==> src/hw/eth_uplink_config.svh <==
//----------------------------
// uplink build parameters
// port count, widths, cut lengths and buffer sizes
//----------------------------
`ifndef ETH_UPLINK_CONFIG_SVH
`define ETH_UPLINK_CONFIG_SVH

// port side
`define ETH_COUNT   4       // ethernet ports on the board
`define BYTE_W      8       // stream byte width

// framing, bytes removed by each cutter
`define HDR_BYTES   8       // preamble + sfd
`define FCS_BYTES   4       // crc32 trailer

// uplink side
`define FIFO_DEPTH  64      // frame buffer entries
`define CREDIT_MAX  16      // credits above this are dropped

`endif

==> src/hw/eth_uplink_pkg.sv <==
//----------------------------
// uplink shared types
//----------------------------
`include "eth_uplink_config.svh"

package eth_uplink_pkg;

    localparam int PORT_W = (`ETH_COUNT > 1) ? $clog2(`ETH_COUNT) : 1;

    typedef logic [`BYTE_W-1:0] byte_t;
    typedef logic [PORT_W-1:0]  port_t;     // eth_num style port index

    // port selector
    typedef enum logic [1:0] {
        SEL_IDLE = 2'd0,    // waiting for a sof
        SEL_PASS = 2'd1,    // forwarding the locked port
        SEL_DROP = 2'd2     // swallowing a frame while disabled
    } sel_state_t;

    // payload cutter
    typedef enum logic [1:0] {
        CUT_IDLE = 2'd0,
        CUT_HEAD = 2'd1,    // preamble/sfd bytes
        CUT_BODY = 2'd2     // payload + fcs
    } cut_state_t;

endpackage

==> src/hw/frame_stream_if.sv <==
//----------------------------
// frame byte stream
// one byte per valid, no back-pressure
//----------------------------
`timescale 1ns/1ps

interface frame_stream_if import eth_uplink_pkg::*; ();

    byte_t  data;
    logic   valid;
    logic   sof;    // first byte of frame
    logic   eof;    // last byte of frame

    // producer side
    modport src (
        output data,
        output valid,
        output sof,
        output eof
    );

    // consumer side
    modport snk (
        input  data,
        input  valid,
        input  sof,
        input  eof
    );

endinterface

==> src/hw/rx_payload_cut.sv <==
//----------------------------
// rx payload cutter
// strips preamble/sfd and fcs from one port
//----------------------------
`timescale 1ns/1ps
`include "eth_uplink_config.svh"

module rx_payload_cut import eth_uplink_pkg::*; (
    input  logic        clk125M,
    input  logic        rst_i,
    input  byte_t       rx_data_i,
    input  logic        rx_den_i,
    input  logic        rx_eof_i,
    input  logic        link_up_i,
    frame_stream_if.src pay_o
);

    localparam int HDR_CNT_W = $clog2(`HDR_BYTES + 1);
    localparam int LAST = `FCS_BYTES - 1;

    byte_t                  in_data_q;
    logic                   in_den_q;
    logic                   in_eof_q;
    logic                   in_link_q;

    cut_state_t             state;
    logic [HDR_CNT_W-1:0]   hdr_cnt;
    logic                   drop_q;     // frame started with link down
    logic                   first_q;    // next body byte is first kept
    logic                   push;

    // fcs hold-back line
    byte_t                  sr_data [`FCS_BYTES];
    logic [`FCS_BYTES-1:0]  sr_vld;
    logic [`FCS_BYTES-1:0]  sr_sof;

    assign push = (state == CUT_BODY) && in_den_q;

    // input register stage
    always_ff @(posedge clk125M) begin
        in_data_q <= rx_data_i;
    end

    always_ff @(posedge clk125M) begin
        if (rst_i) begin
            in_den_q  <= 1'b0;
            in_eof_q  <= 1'b0;
            in_link_q <= 1'b0;
        end else begin
            in_den_q  <= rx_den_i;
            in_eof_q  <= rx_den_i & rx_eof_i;
            in_link_q <= link_up_i;
        end
    end

    //----------------------------
    // frame tracking
    //----------------------------
    always_ff @(posedge clk125M) begin
        if (rst_i) begin
            state   <= CUT_IDLE;
            hdr_cnt <= '0;
            drop_q  <= 1'b0;
            first_q <= 1'b0;
        end else begin
            case (state)
                CUT_IDLE: begin
                    if (in_den_q && !drop_q) begin
                        if (in_link_q && !in_eof_q) begin
                            state   <= CUT_HEAD;
                            hdr_cnt <= HDR_CNT_W'(1);   // byte 0 already seen
                        end else if (!in_link_q && !in_eof_q) begin
                            drop_q  <= 1'b1;
                        end
                    end else if (in_den_q && in_eof_q) begin
                        drop_q <= 1'b0;     // ignored frame is over
                    end
                end
                CUT_HEAD: begin
                    if (in_den_q) begin
                        hdr_cnt <= hdr_cnt + HDR_CNT_W'(1);
                        if (in_eof_q) begin
                            state <= CUT_IDLE;  // runt
                        end else if (hdr_cnt == HDR_CNT_W'(`HDR_BYTES - 1)) begin
                            state   <= CUT_BODY;
                            first_q <= 1'b1;
                        end
                    end
                end
                CUT_BODY: begin
                    if (in_den_q) begin
                        first_q <= 1'b0;
                        if (in_eof_q) begin
                            state <= CUT_IDLE;
                        end
                    end
                end
                default: begin
                    state <= CUT_IDLE;
                end
            endcase
        end
    end

    // a byte leaves only once FCS_BYTES newer bytes are behind it
    always_ff @(posedge clk125M) begin
        if (push) begin
            sr_data[0] <= in_data_q;
            for (int i = 1; i < `FCS_BYTES; i++) begin
                sr_data[i] <= sr_data[i-1];
            end
        end
    end

    always_ff @(posedge clk125M) begin
        if (rst_i) begin
            sr_vld <= '0;
            sr_sof <= '0;
        end else if (push) begin
            if (in_eof_q) begin
                sr_vld <= '0;   // what remains is the fcs
                sr_sof <= '0;
            end else begin
                sr_vld <= {sr_vld[LAST-1:0], 1'b1};
                sr_sof <= {sr_sof[LAST-1:0], first_q};
            end
        end
    end

    // output register
    always_ff @(posedge clk125M) begin
        pay_o.data <= sr_data[LAST];
    end

    always_ff @(posedge clk125M) begin
        if (rst_i) begin
            pay_o.valid <= 1'b0;
            pay_o.sof   <= 1'b0;
            pay_o.eof   <= 1'b0;
        end else begin
            pay_o.valid <= push & sr_vld[LAST];
            pay_o.sof   <= push & sr_sof[LAST];
            pay_o.eof   <= push & sr_vld[LAST] & in_eof_q;  // input eof closes the payload
        end
    end

endmodule

==> src/hw/uplink_port_select.sv <==
//----------------------------
// uplink port selector
// locks one port per frame by module_en and eth_num
//----------------------------
`timescale 1ns/1ps
`include "eth_uplink_config.svh"

module uplink_port_select import eth_uplink_pkg::*; (
    input  logic        clk125M,
    input  logic        rst_i,
    input  logic        module_en_i,
    input  port_t       eth_num_i,
    frame_stream_if.snk pay_i [`ETH_COUNT],
    frame_stream_if.src sel_o
);

    byte_t                  in_data [`ETH_COUNT];
    logic [`ETH_COUNT-1:0]  in_valid;
    logic [`ETH_COUNT-1:0]  in_sof;
    logic [`ETH_COUNT-1:0]  in_eof;

    sel_state_t             state;
    port_t                  cur_port;   // port locked for the current frame
    port_t                  src_port;
    logic                   start_sel;
    logic                   fwd;
    logic                   last;

    // flatten the interface array so it can be indexed at run time
    for (genvar p = 0; p < `ETH_COUNT; p++) begin : g_port
        assign in_data[p]  = pay_i[p].data;
        assign in_valid[p] = pay_i[p].valid;
        assign in_sof[p]   = pay_i[p].sof;
        assign in_eof[p]   = pay_i[p].eof;
    end

    //----------------------------
    // port choice
    //----------------------------
    always_comb begin
        src_port  = (state == SEL_IDLE) ? eth_num_i : cur_port;
        start_sel = (state == SEL_IDLE) && in_valid[eth_num_i] && in_sof[eth_num_i];
        fwd       = (start_sel && module_en_i) ||
                    ((state == SEL_PASS) && in_valid[cur_port]);
        last      = in_valid[src_port] && in_eof[src_port];
    end

    always_ff @(posedge clk125M) begin
        if (rst_i) begin
            state    <= SEL_IDLE;
            cur_port <= '0;
        end else begin
            case (state)
                SEL_IDLE: begin
                    if (start_sel) begin
                        cur_port <= eth_num_i;
                        if (!last) begin    // single byte frame stays idle
                            state <= module_en_i ? SEL_PASS : SEL_DROP;
                        end
                    end
                end
                SEL_PASS, SEL_DROP: begin
                    if (last) begin
                        state <= SEL_IDLE;
                    end
                end
                default: begin
                    state <= SEL_IDLE;
                end
            endcase
        end
    end

    //----------------------------
    // output stage
    //----------------------------
    always_ff @(posedge clk125M) begin
        sel_o.data <= in_data[src_port];
    end

    always_ff @(posedge clk125M) begin
        if (rst_i) begin
            sel_o.valid <= 1'b0;
            sel_o.sof   <= 1'b0;
            sel_o.eof   <= 1'b0;
        end else begin
            sel_o.valid <= fwd;
            sel_o.sof   <= fwd & in_sof[src_port];
            sel_o.eof   <= fwd & in_eof[src_port];
        end
    end

endmodule

==> src/hw/uplink_credit_tx.sv <==
//----------------------------
// uplink credit transmitter
// frame byte fifo released by credits
//----------------------------
`timescale 1ns/1ps
`include "eth_uplink_config.svh"

module uplink_credit_tx import eth_uplink_pkg::*; (
    input  logic        clk125M,
    input  logic        rst_i,
    frame_stream_if.snk sel_i,
    input  logic        up_credit_i,
    output byte_t       up_data_o,
    output logic        up_valid_o,
    output logic        up_sof_o,
    output logic        up_eof_o,
    output logic        overflow_o
);

    localparam int AW = $clog2(`FIFO_DEPTH);
    localparam int CW = $clog2(`CREDIT_MAX + 1);
    localparam int EW = `BYTE_W + 2;    // sof, eof, data

    logic [EW-1:0]  mem [`FIFO_DEPTH];
    logic [AW:0]    wr_ptr;     // extra msb tells full from empty
    logic [AW:0]    rd_ptr;
    logic [EW-1:0]  rd_word;
    logic           empty;
    logic           full;
    logic           wr_en;
    logic           rd_en;
    logic [CW-1:0]  credit_cnt; // credits held, spent while up_valid_o

    assign empty   = (wr_ptr == rd_ptr);
    assign full    = (wr_ptr[AW] != rd_ptr[AW]) && (wr_ptr[AW-1:0] == rd_ptr[AW-1:0]);
    assign wr_en   = sel_i.valid && !full;
    assign rd_word = mem[rd_ptr[AW-1:0]];

    // the byte on the output still owns one credit
    assign rd_en   = !empty && (credit_cnt > CW'(up_valid_o));

    //----------------------------
    // fifo
    //----------------------------
    always_ff @(posedge clk125M) begin
        if (wr_en) begin
            mem[wr_ptr[AW-1:0]] <= {sel_i.sof, sel_i.eof, sel_i.data};
        end
    end

    always_ff @(posedge clk125M) begin
        if (rst_i) begin
            wr_ptr     <= '0;
            rd_ptr     <= '0;
            overflow_o <= 1'b0;
        end else begin
            if (wr_en) begin
                wr_ptr <= wr_ptr + 1'b1;
            end
            if (rd_en) begin
                rd_ptr <= rd_ptr + 1'b1;
            end
            if (sel_i.valid && full) begin
                overflow_o <= 1'b1;     // sticky until reset
            end
        end
    end

    //----------------------------
    // credits
    //----------------------------
    always_ff @(posedge clk125M) begin
        if (rst_i) begin
            credit_cnt <= '0;
        end else begin
            case ({up_credit_i, up_valid_o})
                2'b10: begin
                    if (credit_cnt != CW'(`CREDIT_MAX)) begin
                        credit_cnt <= credit_cnt + CW'(1);
                    end
                end
                2'b01: begin
                    credit_cnt <= credit_cnt - CW'(1);
                end
                default: begin
                    credit_cnt <= credit_cnt;   // add and spend cancel
                end
            endcase
        end
    end

    // uplink output register
    always_ff @(posedge clk125M) begin
        if (rd_en) begin
            up_data_o <= rd_word[`BYTE_W-1:0];
        end
    end

    always_ff @(posedge clk125M) begin
        if (rst_i) begin
            up_valid_o <= 1'b0;
            up_sof_o   <= 1'b0;
            up_eof_o   <= 1'b0;
        end else begin
            up_valid_o <= rd_en;
            up_sof_o   <= rd_en & rd_word[EW-1];
            up_eof_o   <= rd_en & rd_word[EW-2];
        end
    end

endmodule

==> src/hw/eth_uplink_top.sv <==
//----------------------------
// ethernet receive uplink
// per-port cutters, port selector and credit uplink
//----------------------------
`timescale 1ns/1ps
`include "eth_uplink_config.svh"

module eth_uplink_top import eth_uplink_pkg::*; (
    input  logic                            clk125M,
    input  logic                            rst_i,

    // mac receive side, one lane per port
    input  logic [`ETH_COUNT*`BYTE_W-1:0]   rx_data_i,
    input  logic [`ETH_COUNT-1:0]           rx_den_i,
    input  logic [`ETH_COUNT-1:0]           rx_eof_i,
    input  logic [`ETH_COUNT-1:0]           mac_link_i,

    // control
    input  logic                            module_en_i,
    input  port_t                           eth_num_i,

    // serial uplink
    input  logic                            up_credit_i,
    output byte_t                           up_data_o,
    output logic                            up_valid_o,
    output logic                            up_sof_o,
    output logic                            up_eof_o,
    output logic                            overflow_o
);

    frame_stream_if pay_if [`ETH_COUNT] ();    // cutter outputs
    frame_stream_if sel_if ();                 // selected stream

    //----------------------------
    // per-port payload cut
    //----------------------------
    for (genvar p = 0; p < `ETH_COUNT; p++) begin : g_eth
        rx_payload_cut u_cut (
            .clk125M   (clk125M),
            .rst_i     (rst_i),
            .rx_data_i (rx_data_i[p*`BYTE_W +: `BYTE_W]),
            .rx_den_i  (rx_den_i[p]),
            .rx_eof_i  (rx_eof_i[p]),
            .link_up_i (mac_link_i[p]),    // port gated by its link
            .pay_o     (pay_if[p])
        );
    end

    uplink_port_select u_sel (
        .clk125M     (clk125M),
        .rst_i       (rst_i),
        .module_en_i (module_en_i),
        .eth_num_i   (eth_num_i),
        .pay_i       (pay_if),
        .sel_o       (sel_if)
    );

    //----------------------------
    // uplink
    //----------------------------
    uplink_credit_tx u_tx (
        .clk125M     (clk125M),
        .rst_i       (rst_i),
        .sel_i       (sel_if),
        .up_credit_i (up_credit_i),
        .up_data_o   (up_data_o),
        .up_valid_o  (up_valid_o),
        .up_sof_o    (up_sof_o),
        .up_eof_o    (up_eof_o),
        .overflow_o  (overflow_o)
    );

endmodule

==> config.mk <==
export PLATFORM = sky130hd
export DESIGN_NAME = eth_uplink_top
export DESIGN_NICKNAME = d
export VERILOG_FILES = /design/src/hw/eth_uplink_pkg.sv /design/src/hw/frame_stream_if.sv /design/src/hw/rx_payload_cut.sv /design/src/hw/uplink_port_select.sv /design/src/hw/uplink_credit_tx.sv /design/src/hw/eth_uplink_top.sv
export VERILOG_INCLUDE_DIRS = /design/src /design/src/hw
export SDC_FILE = /design/constraint.sdc
export NUM_CORES = 1
export LEC_CHECK = 0
export BUFFER_PORTS_ARGS = -buffer_cell sky130_fd_sc_hd__buf_2
export CORE_ASPECT_RATIO = 1.5
export CORE_MARGIN = 2
export CORE_UTILIZATION = 47
export DETAILED_ROUTE_END_ITERATION = 7
export HOLD_SLACK_MARGIN = 0.02
export PLACE_DENSITY_LB_ADDON = 0.08
export SYNTH_ARGS = -nofsm -noshare
export SYNTH_HDL_FRONTEND = slang
export SYNTH_HIERARCHICAL = 1
export SYNTH_SLANG_ARGS = --single-unit
==> constraint.sdc <==
create_clock -name clk125M -period 2.87 [get_ports clk125M]
set_input_delay 0 -clock clk125M [delete_from_list [all_inputs] [get_ports clk125M]]
set_output_delay 0 -clock clk125M [all_outputs]
set_load 0.02 [all_outputs]
==> results by group, run 1 <==
Timing
  • Peak Freq: about 0.36 GHz
  • Final Hold Fails: 0
  • Sum Neg Setup Slack: 0 ns
  • RSZ-0062 raised after global routing: no
  • Slew Limit Fails: 0
  • Skew final: 0.0294 ns
  • Minimum clock period after layout: 2.78 ns
  • Worst rel slew slack: between 20 and 30%
  • Least-Margin Pin Slew: between 1 and 1.5 ns
  • Setup Viol. Count Final: 0
  • Final cycle utilization of the critical path: roughly 97%
  • Setup ws final: about 0.093 ns

Floorplan
  • Die Area: 78800 um2
  • Die height: between 300 and 400 um
  • Placement Rows: around 120
  • Core area: between 70000 and 80000 um2
  • Die width: roughly 230 um
  • Total I/O pin count: 62
  • Starting Density: a little under half

Setup path
  • R2R depth: 7
  • Crit path launch type: register
  • Max FO, Critical Path: 20
  • Slowest CP cell: dfxtp_4
  • Crit path cell chain: buf_12 -> mux4_2 -> nor2b_1 -> a211oi_1 -> a211oi_1 -> a31oi_1 -> nand2_1
  • CP endpoint kind: register
  • WS Path Type: register to register
  • Worst path max stage delay: 0.56 ns
  • Most frequent CP cell: a211oi_1
  • Worst path required time: roughly 3.3 ns
  • Data arrival, critical path: roughly 3.2 ns

Synthesis
  • Asr flop ratio synth: 0%
  • Ys flop type: edfxtp_1
  • Post-synth net total: around 2000
  • Top post-synthesis cells by area: edfxtp_1, mux4_2, dfxtp_1, nor2_1, mux2i_1
  • Synth top area share: between 60% and 70%
  • Register bit total from synthesis: ~1000
  • Synth Instances: 1933
  • Mean post-synth cell area: about 19 um2
  • Synth cell types: 60
  • Warnings, synthesis: 6
  • Seq/Total Area, Yosys: around 76%
  • Syn Std Cell Area: around 36000 um2
  • Yosys top cell by area: edfxtp_1
  • Post-synth EDFFs: 776

Route
  • DR vias/cell: 5.56
  • Post-DRT Antenna Nets: 0
  • Avg WL per Cell: approximately 25 um
  • Via count: 18500
  • Post-route DRC: 0
  • Wirelength, routed: just over 80 mm
  • Initial DRC count: 1453
  • Pre-antenna DRT Iters: 5

Power
  • IR drop worst, VDD: ~0.52 mV
  • Lkg Pwr: approximately 0.014 uW
  • Pwr dens: about 660 nW/um2

Clocking
  • CTS buffer count: just under 90
  • Worst skew pair latency: 0.66 ns
  • TritonCTS clock tree: built
  • CTS H-tree lvls: 3
  • CTS clk-pin slew, worst paths: about 0.060 ns
  • Clk root buf: clkbuf_16
  • Clk sinks: roughly 1000
  • Clock tree buffer depth: 3
  • Post-CTS setup buffer count: 0

Flow run
  • Max-cap viol count: 0

Final layout
  • Fillers: 5904
  • Area occupied by multi-input gates: slightly above 8000 um2
  • Final #Nets: 2300
  • Share of layout cells above drive strength 1: 25.6%
  • Synth-to-Final Area Change: 18.1%
  • Fin area: roughly 42000 um2
  • Register Area: 27300 um2
  • ANT cells: 0

Placed design
  • Port Buf Inserts: 61
  • Gpl congestion: a little over 0.8
  • DP Worst Slack: roughly 0.12 ns
  • Post-DP HPWL: 52.9 mm
  • DP Area: ~39000 um2

GRT
  • Number of global-route vias before repair: around 19000
  • Gr usage total: ~21%
  • GRT Residual Overflow: 0
  • Largest net degree at the start of global routing: 65
  • First-pass GRT wire length: about 120 mm
  • Initial antenna violation count: 0

Min path
  • Hold Path Stages: 3
  • Worst min path class: primary input to register

Run status
  • Status: completed
[power by group]
group / total, uW / internal, uW / switching [uW]
combinational: 405 / 180 / 226
sequential: 15300 / 15200 / 77.9
clock: 12200 / 6990 / 5170
total: 27800 / 22300 / 5480
[cell type report]
cell class | count | share of cell area, %
clock buffer | 115 | 5.87
clock inverter | 47 | 1.26
inverter | 28 | 0.248
multi-input combinational | 840 | 19.2
sequential | 972 | 64.2
tap | 1008 | 2.97
timing repair buffer | 309 | 6.29
[cell usage in the layout (no fill, tap or decap), drive strengths merged, types with 57 or more instances in the layout]
| master | instances |
|---|---|
| edfxtp | 776 |
| buf | 218 |
| dlygate4sd3 | 91 |
| clkbuf | 115 |
| nand3 | 57 |
| dfxtp | 196 |
| mux4 | 182 |
| nor2 | 122 |
| a21oi | 58 |
| nand2 | 80 |
[repair_timing]
item | CTS | global route
setup endpoints to repair | 0 | 5
resized for setup | 0 | 1
hold buffers | 91 | 0
hold endpoints to repair | 139 | 0
[critical path, delay by kind of cell, from the launching register on]
family                 cells  cell delay, ns
AOI/OAI and AO/OA          3            0.87
buffers and inverters      1            0.27
and+or+nand+nor            2            0.29
DFF                        1            0.56
muxes                      1            0.51
[path summary, 6_finish.rpt]
| kind | from | to | slack [ns] |
|---|---|---|---|
| max reg2reg | register | u_tx/up_data_o[7] | 0.09 |
| max | register | u_tx/up_data_o[7] | 0.09 |
| min reg2reg | g_eth[0].u_cut/sr_data[3][1] | g_eth[0].u_cut/pay_o.data[1] | 0.34 |
| min | rx_den_i[1] | g_eth[1].u_cut/in_den_q | 0.17 |
[layer usage]
metal	vias up	share of wire (%)	global-route usage, %
li1	8235	-	-
met1	9623	38	25.8
met2	457	53	38.7
met3	139	4.2	2.93
met4	0	3.9	9.02
met5	-	0	0
[through the flow]
step	hold slack, ns	total power [uW]	util, %	instances
2_1_floorplan	0.0277	15700	-	1933
3_3_place_gp	0.103	15900	50.7	3066
3_5_place_dp	0.104	15900	50.7	3066
4_1_cts	0.125	28100	55.8	3319
5_1_grt	0.162	28700	55.8	3319
6_report	0.168	27800	55.8	3319
[sequential cells by signal, summed over array words and instances (netlist names), 5 cells and up, named ones only]
register                count
g_eth.u_cut/pay_o.data     32
g_eth.u_cut/hdr_cnt        16
u_tx/wr_ptr                 7
u_tx/rd_ptr                 7
g_eth.u_cut/sr_vld         16
u_tx/up_data_o              8
u_sel/sel_o.data            8
g_eth.u_cut/sr_sof         16
g_eth.u_cut/sr_data       128
u_tx/mem                  640
g_eth.u_cut/in_data_q      32
g_eth.u_cut/state           8
u_tx/credit_cnt             5
[cell usage after synthesis, drive strengths merged, types with 2 or more instances]
master	number
or4	5
nor2	122
a22oi	8
a211o	5
o221a	4
nand2b	11
nand2	80
or3b	9
mux2i	46
xnor2	8
mux4	182
dfxtp	196
clkbuf	34
and2	15
a21oi	58
buf	59
nand3	57
o21ai	25
or3	7
and3	10
nor3	7
o211ai	11
ha	11
o21a	2
edfxtp	776
or2	8
a2111oi	4
inv	27
a31oi	18
o21bai	2
xor2	15
nor3b	9
nand3b	19
mux2	8
o31ai	2
a211oi	24
nand4	8
nand4b	4
nor2b	29
nor4	2
[kinds of logic after synthesis]
family | share of synthesized area, %
AOI/OAI and AO/OA | 3.11
adders and majority gates | 0.383
muxes | 12.9
DFF | 75.7
xor gates and xnor gates | 0.560
buffers and inverters | 1.67
and+or+nand+nor | 5.62
(Power assumes the default switching activity.)
==> inputs of run 2 (changes only) <==
--- a/config.mk
+++ b/config.mk
@@ -12,8 +12,7 @@
 export CORE_UTILIZATION = 47
 export DETAILED_ROUTE_END_ITERATION = 7
 export HOLD_SLACK_MARGIN = 0.02
-export PLACE_DENSITY_LB_ADDON = 0.08
+export PLACE_DENSITY = 0.61
 export SYNTH_ARGS = -nofsm -noshare
 export SYNTH_HDL_FRONTEND = slang
-export SYNTH_HIERARCHICAL = 1
 export SYNTH_SLANG_ARGS = --single-unit
==> results by group, run 2 <==
Floorplan
  • Starting Density: roughly 47%
  • Core area: roughly 76000 um2
  • Die width: 230 um
  • Total I/O pin count: a little over 60
  • Placement Rows: around 120
  • Die height: roughly 340 um
  • Die Area: 78800 um2

Final layout
  • Leading cell type in the layout, fill and taps excluded: edfxtp_1
  • Utilization after layout: between 50% and 60%
  • Synth-to-Final Area Change: 16.5%
  • Finished Layout Cells: roughly 3200
  • Share of layout cells above drive strength 1: 24.8%
  • Fin area: ~42000 um2
  • Most frequent cells in the layout: edfxtp_1, mux4_2, dfxtp_1
  • Max reg flops: 640
  • Final #Nets: 2216

Placed design
  • Dpl cells: just under 3000
  • Gpl congestion: approximately 0.82
  • Post-DP HPWL: 48.7 mm
  • DP Area: 38100 um2
  • Port Buf Inserts: between 60 and 70

Clocking
  • Clock tree buffer depth: 3
  • TritonCTS clock tree: built
  • Worst skew pair latency: between 0.6 and 0.7 ns
  • CTS buffer count: between 80 and 90
  • Clk root buf: clkbuf_16
  • Post-CTS setup buffer count: 0
  • CTS clk-pin slew, worst paths: about 0.07 ns
  • Clk sinks: about 1000
  • CTS H-tree lvls: 3

Route
  • Initial DRC count: approximately 1300
  • Avg WL per Cell: 23.8 um
  • Post-route DRC: 0
  • Pre-antenna DRT Iters: 7
  • DR vias/cell: roughly 5.5
  • Via count: around 18000
  • Wirelength, routed: 76.5 mm
  • Post-DRT Antenna Nets: 0

GRT
  • GRT Residual Overflow: 0
  • First-pass GRT wire length: around 120 mm
  • Initial antenna violation count: 1
  • Largest net degree at the start of global routing: 65
  • Number of global-route vias before repair: between 15000 and 20000
  • Gr usage total: 19.8%

Synthesis
  • Ys flop type: edfxtp_1
  • Top cells by count, synth: edfxtp_1, mux4_2, dfxtp_1
  • Yosys top cell by area: edfxtp_1
  • Synth Instances: approximately 1900
  • Top post-synthesis cells by area: edfxtp_1, mux4_2, dfxtp_1, nor2_1, a21oi_1
  • Post-synth net total: 1950
  • Seq/Total Area, Yosys: about 76%
  • Register bit total from synthesis: 972
  • Mean post-synth cell area: 19.2 um2
  • Synth top area share: around 65%
  • Synth cell types: 67
  • Post-synth EDFFs: 776
  • Syn Std Cell Area: approximately 36000 um2
  • Top-count cell post-synth: edfxtp_1
  • Asr flop ratio synth: 0%
  • Warnings, synthesis: 0

Timing
  • Slew Limit Fails: 0
  • RSZ-0062 raised after global routing: no
  • Minimum clock period after layout: around 2.8 ns
  • Worst rel slew slack: between 10% and 20%
  • Peak Freq: between 0.3 and 0.4 GHz
  • Least-Margin Pin Slew: approximately 1.3 ns
  • Sum Neg Setup Slack: 0 ns
  • Final Hold Fails: 0
  • Setup Viol. Count Final: 0
  • Hold_ws: 0.275 ns
  • Final cycle utilization of the critical path: 98.9%
  • Skew final: approximately 0.018 ns

Run status
  • Status: completed

Setup path
  • R2R depth: 6
  • Worst path required time: approximately 3.2 ns
  • Data arrival, critical path: ~3.2 ns
  • Crit path launch type: register
  • Most frequent CP cell: mux4_2
  • Slowest CP cell: mux4_2
  • Max FO, Critical Path: 25
  • Reg2reg end: u_tx.up_data_o[3]
  • Worst path max stage delay: around 0.57 ns
  • Crit path cell chain: buf_12 -> buf_4 -> mux4_2 -> mux4_2 -> o22ai_1 -> nor2_1
  • WS Path Type: register to register
  • Worst reg2reg setup slack: around 0.031 ns
  • CP endpoint kind: register

Min path
  • Hold EP: u_sel.state[1]
  • Hold Path Stages: 4
  • Worst Hold Launch: module_en_i
  • Worst min path class: primary input to register

Power
  • Pwr dens: 655 nW/um2
  • Lkg Pwr: roughly 0.014 uW
  • IR drop worst, VDD: 0.626 mV

Flow run
  • Max-cap viol count: 0
==> run 2: cell types whose count changed after synthesis, sizes merged, moves of 15 or more <==
cell,before,now
mux4,182,214
mux2i,46,16
buf,59,42
nand3,57,13
o22ai,0,17
a211oi,24,6
nor2b,29,14
nand3b,19,4
nand2,80,40
clkbuf,34,54
nor2,122,147
==> run 2: power by group <==
part,total (uW),internal [uW],leakage [uW],switching (uW)
combinational,584,251,0.00366,333
clock,11500,6470,0.00138,5060
sequential,15300,15200,0.00893,93.0
total,27400,21900,0.0140,5490
==> run 2: cell families after synthesis <==
group | synth area share (%)
buf+inv | 1.63
mux | 13.9
flops | 75.7
simple gates | 4.80
compound gates | 2.63
fa+ha+maj | 0.926
xor+xnor | 0.390
==> run 2: what timing repair did <==
item,4_1_cts,5_1_grt
setup endpoints to repair,0,90
hold buffers,93,0
resized for setup,0,2
hold endpoints to repair,111,0
==> run 2: critical path, delay by kind of cell, from the launching register on <==
kind	cells	cell delay (ns)
buffers and inverters	2	0.48
and+or+nand+nor	1	0.13
AOI/OAI and AO/OA	1	0.38
muxes	2	1.12
DFF	1	0.40
==> run 2: metal layers <==
metal	vias up	share of wire, %	global-route usage, %	wire (um)
li1	7962	-	-	-
met1	9248	37	22.9	28400
met2	453	56	37.5	42800
met3	111	4.3	2.95	3270
met4	0	2.6	6.55	2030
met5	-	0	0	0
==> run 2: final cells by class <==
cell class                      count  area (um2)
Multi-Input combinational cell    766        8160
Tap cell                         1008        1260
Inverter                           40         150
Clock inverter                     44         438
Timing Repair Buffer              273        2240
Sequential cell                   972       27200
Antenna cell                        1        2.50
Clock buffer                      119        2400
Fill cell                        5815       34100
==> run 2: worst max path at each step <==
stage | endpoint | slack [ns] | depth (start not counted) | startpoint
global placement | u_tx.up_data_o[3] | 0.11 | 6 | register
global route | u_tx.up_data_o[5] | 0.008 | 6 | register
finish | u_tx.up_data_o[3] | 0.03 | 6 | register
floorplan | u_tx.mem[61][0] | 0.37 | 8 | u_tx.wr_ptr[1]
CTS | u_tx.up_data_o[3] | 0.08 | 6 | register
detailed placement | u_tx.up_data_o[3] | 0.09 | 6 | register
==> run 2: metrics by stage <==
step	power, uW	setup slack, ns
floorplan	15900	0.366
global placement	16100	0.108
detailed placement	16100	0.0937
CTS	27700	0.0759
global route	28300	0.00791
finish	27400	0.0314
==> inputs of run 3 (changes only) <==
--- a/config.mk
+++ b/config.mk
@@ -6,10 +6,12 @@
 export SDC_FILE = /design/constraint.sdc
 export NUM_CORES = 1
 export LEC_CHECK = 0
+export ABC_CLOCK_PERIOD_IN_PS = 2870
 export BUFFER_PORTS_ARGS = -buffer_cell sky130_fd_sc_hd__buf_2
 export CORE_ASPECT_RATIO = 1.5
 export CORE_MARGIN = 2
 export CORE_UTILIZATION = 47
+export CTS_BUF_LIST = sky130_fd_sc_hd__clkbuf_8
 export DETAILED_ROUTE_END_ITERATION = 7
 export HOLD_SLACK_MARGIN = 0.02
 export PLACE_DENSITY = 0.61
==> results by group, run 3 (same netlist as run 2, synthesis figures left out) <==
Min path
  • Worst min path class: primary input to register

Setup path
  • WS Path Type: register to register
  • Max FO, Critical Path: 51
  • Worst Path Buf+Inv: 2
  • CP endpoint kind: register
  • Data arrival, critical path: approximately 3.3 ns
  • Most frequent CP cell: mux4_2
  • Crit path cell chain: buf_12 -> buf_4 -> mux4_2 -> mux4_2 -> o22ai_1 -> nor2_1
  • Crit path launch type: register
  • Worst path max stage delay: approximately 0.5 ns
  • Crit path max-delay family: multiplexers
  • Slowest CP cell: mux4_2
  • Worst path required time: around 3.4 ns

Power
  • Lkg Pwr: ~0.014 uW
  • IR drop worst, VDD: approximately 0.5 mV
  • Pwr dens: approximately 620 nW/um2
  • Design Power: 25900 uW

Route
  • Post-DRT Antenna Nets: 0
  • Avg WL per Cell: roughly 23 um
  • Initial DRC count: ~1200
  • Post-route DRC: 0
  • Wirelength, routed: 77.5 mm
  • DR vias/cell: ~5.4
  • Via count: approximately 18000
  • Pre-antenna DRT Iters: 7

GRT
  • Number of global-route vias before repair: 19300
  • First-pass GRT wire length: 117 mm
  • GRT Residual Overflow: 0
  • Gr usage total: 20.1%
  • Largest net degree at the start of global routing: 65
  • Initial antenna violation count: 2

Final layout
  • Fin area: 41800 um2
  • Max reg flops: 640
  • Leading cell type in the layout, fill and taps excluded: edfxtp_1
  • Most frequent cells in the layout: edfxtp_1, mux4_2, dfxtp_1
  • Share of layout cells above drive strength 1: 25.7%
  • Synth-to-Final Area Change: 16.1%
  • Final #Nets: roughly 2300
  • Utilization after layout: a little over half

Floorplan
  • Placement Rows: approximately 120
  • Total I/O pin count: 62
  • Starting Density: around 47%
  • Core area: between 70000 and 80000 um2
  • Die Area: roughly 80000 um2
  • Die width: 230 um
  • Die height: 343 um

Timing
  • Peak Freq: between 0.3 and 0.4 GHz
  • Skew final: ~0.029 ns
  • Hold_ws: 0.124 ns
  • RSZ-0062 raised after global routing: no
  • Least-Margin Pin Slew: 1.29 ns
  • Setup Viol. Count Final: 0
  • Minimum clock period after layout: ~2.8 ns
  • Sum Neg Setup Slack: 0 ns
  • Final cycle utilization of the critical path: a little over nine tenths
  • Final Hold Fails: 0
  • Slew Limit Fails: 0
  • Worst rel slew slack: about 14%

Run status
  • Status: completed

Placed design
  • DP Area: roughly 38000 um2
  • Post-DP HPWL: a little under 50 mm
  • Port Buf Inserts: 61
  • Gpl congestion: between 0.8 and 0.9

Clocking
  • Worst skew pair latency: 0.80 ns
  • Clk root buf: clkbuf_8
  • CTS H-tree lvls: 4
  • Clk sinks: between 900 and 1000
  • TritonCTS clock tree: built
  • CTS buffer count: around 140
  • Clock tree buffer depth: 3
  • CTS clk-pin slew, worst paths: 0.07 ns

Flow run
  • Max-cap viol count: 0
==> run 3: changes by cell type in the layout (fill, tap and decap cells not counted), sizes merged <==
cell and delta:
dlygate4sd3 +14, inv +49, bufinv -5, clkinv +20, clkbuf +30, clkinvlp -2, diode +2
==> run 3: stage by stage <==
stage	worst slack, ns	cells
floorplan	0.366	1874
global placement	0.108	2966
detailed placement	0.0937	2966
CTS	0.0949	3328
global route	0.000827	3330
finish	0.0929	3331
==> run 3: final cells by class <==
type | instances | area (um2)
Inverter | 40 | 150
Antenna cell | 3 | 7.51
Sequential cell | 972 | 27200
Timing Repair Buffer | 287 | 2370
Clock inverter | 106 | 510
Fill cell | 5912 | 34300
Clock buffer | 149 | 2050
Tap cell | 1008 | 1260
Multi-Input combinational cell | 766 | 8160
==> run 3: routing by layer <==
layer	GRT usage (%)	part of all wire (%)	vias up	routed length, um
li1	-	-	8131	-
met1	22.5	37	9413	28500
met2	38.0	56	482	43600
met3	3.74	4.2	117	3250
met4	7.43	2.8	0	2170
met5	0	0	-	0
==> run 3: worst paths after layout <==
kind / start / to / slack [ns] / depth (start not counted)
max: register / u_tx.up_data_o[3] / 0.09 / 6
min: module_en_i / u_sel.state[1] / 0.12 / 4
max reg2reg: register / u_tx.up_data_o[3] / 0.09 / 6
min reg2reg: g_eth[0].u_cut.sr_data[3][6] / g_eth[0].u_cut.pay_o.data[6] / 0.34 / 0
==> run 3: worst reg2reg max path, stage by stage (launching register included) <==
cell and delay, ns:
dfxtp_4 0.39, buf_12 0.34, buf_4 0.31, mux4_2 0.50, mux4_2 0.49, o22ai_1 0.37, nor2_1 0.12
==> run 3: power by group <==
group	internal, uW	leakage (uW)	switching (uW)
sequential	15200	0.00893	93.0
combinational	261	0.00371	337
clock	4930	0.00150	5070
==> run 3: what timing repair did <==
item	in CTS	in global routing
setup endpoints to repair	0	89
hold endpoints to repair	136	0
hold buffers	107	0
setup buffers	0	0
gates resized for setup	0	1
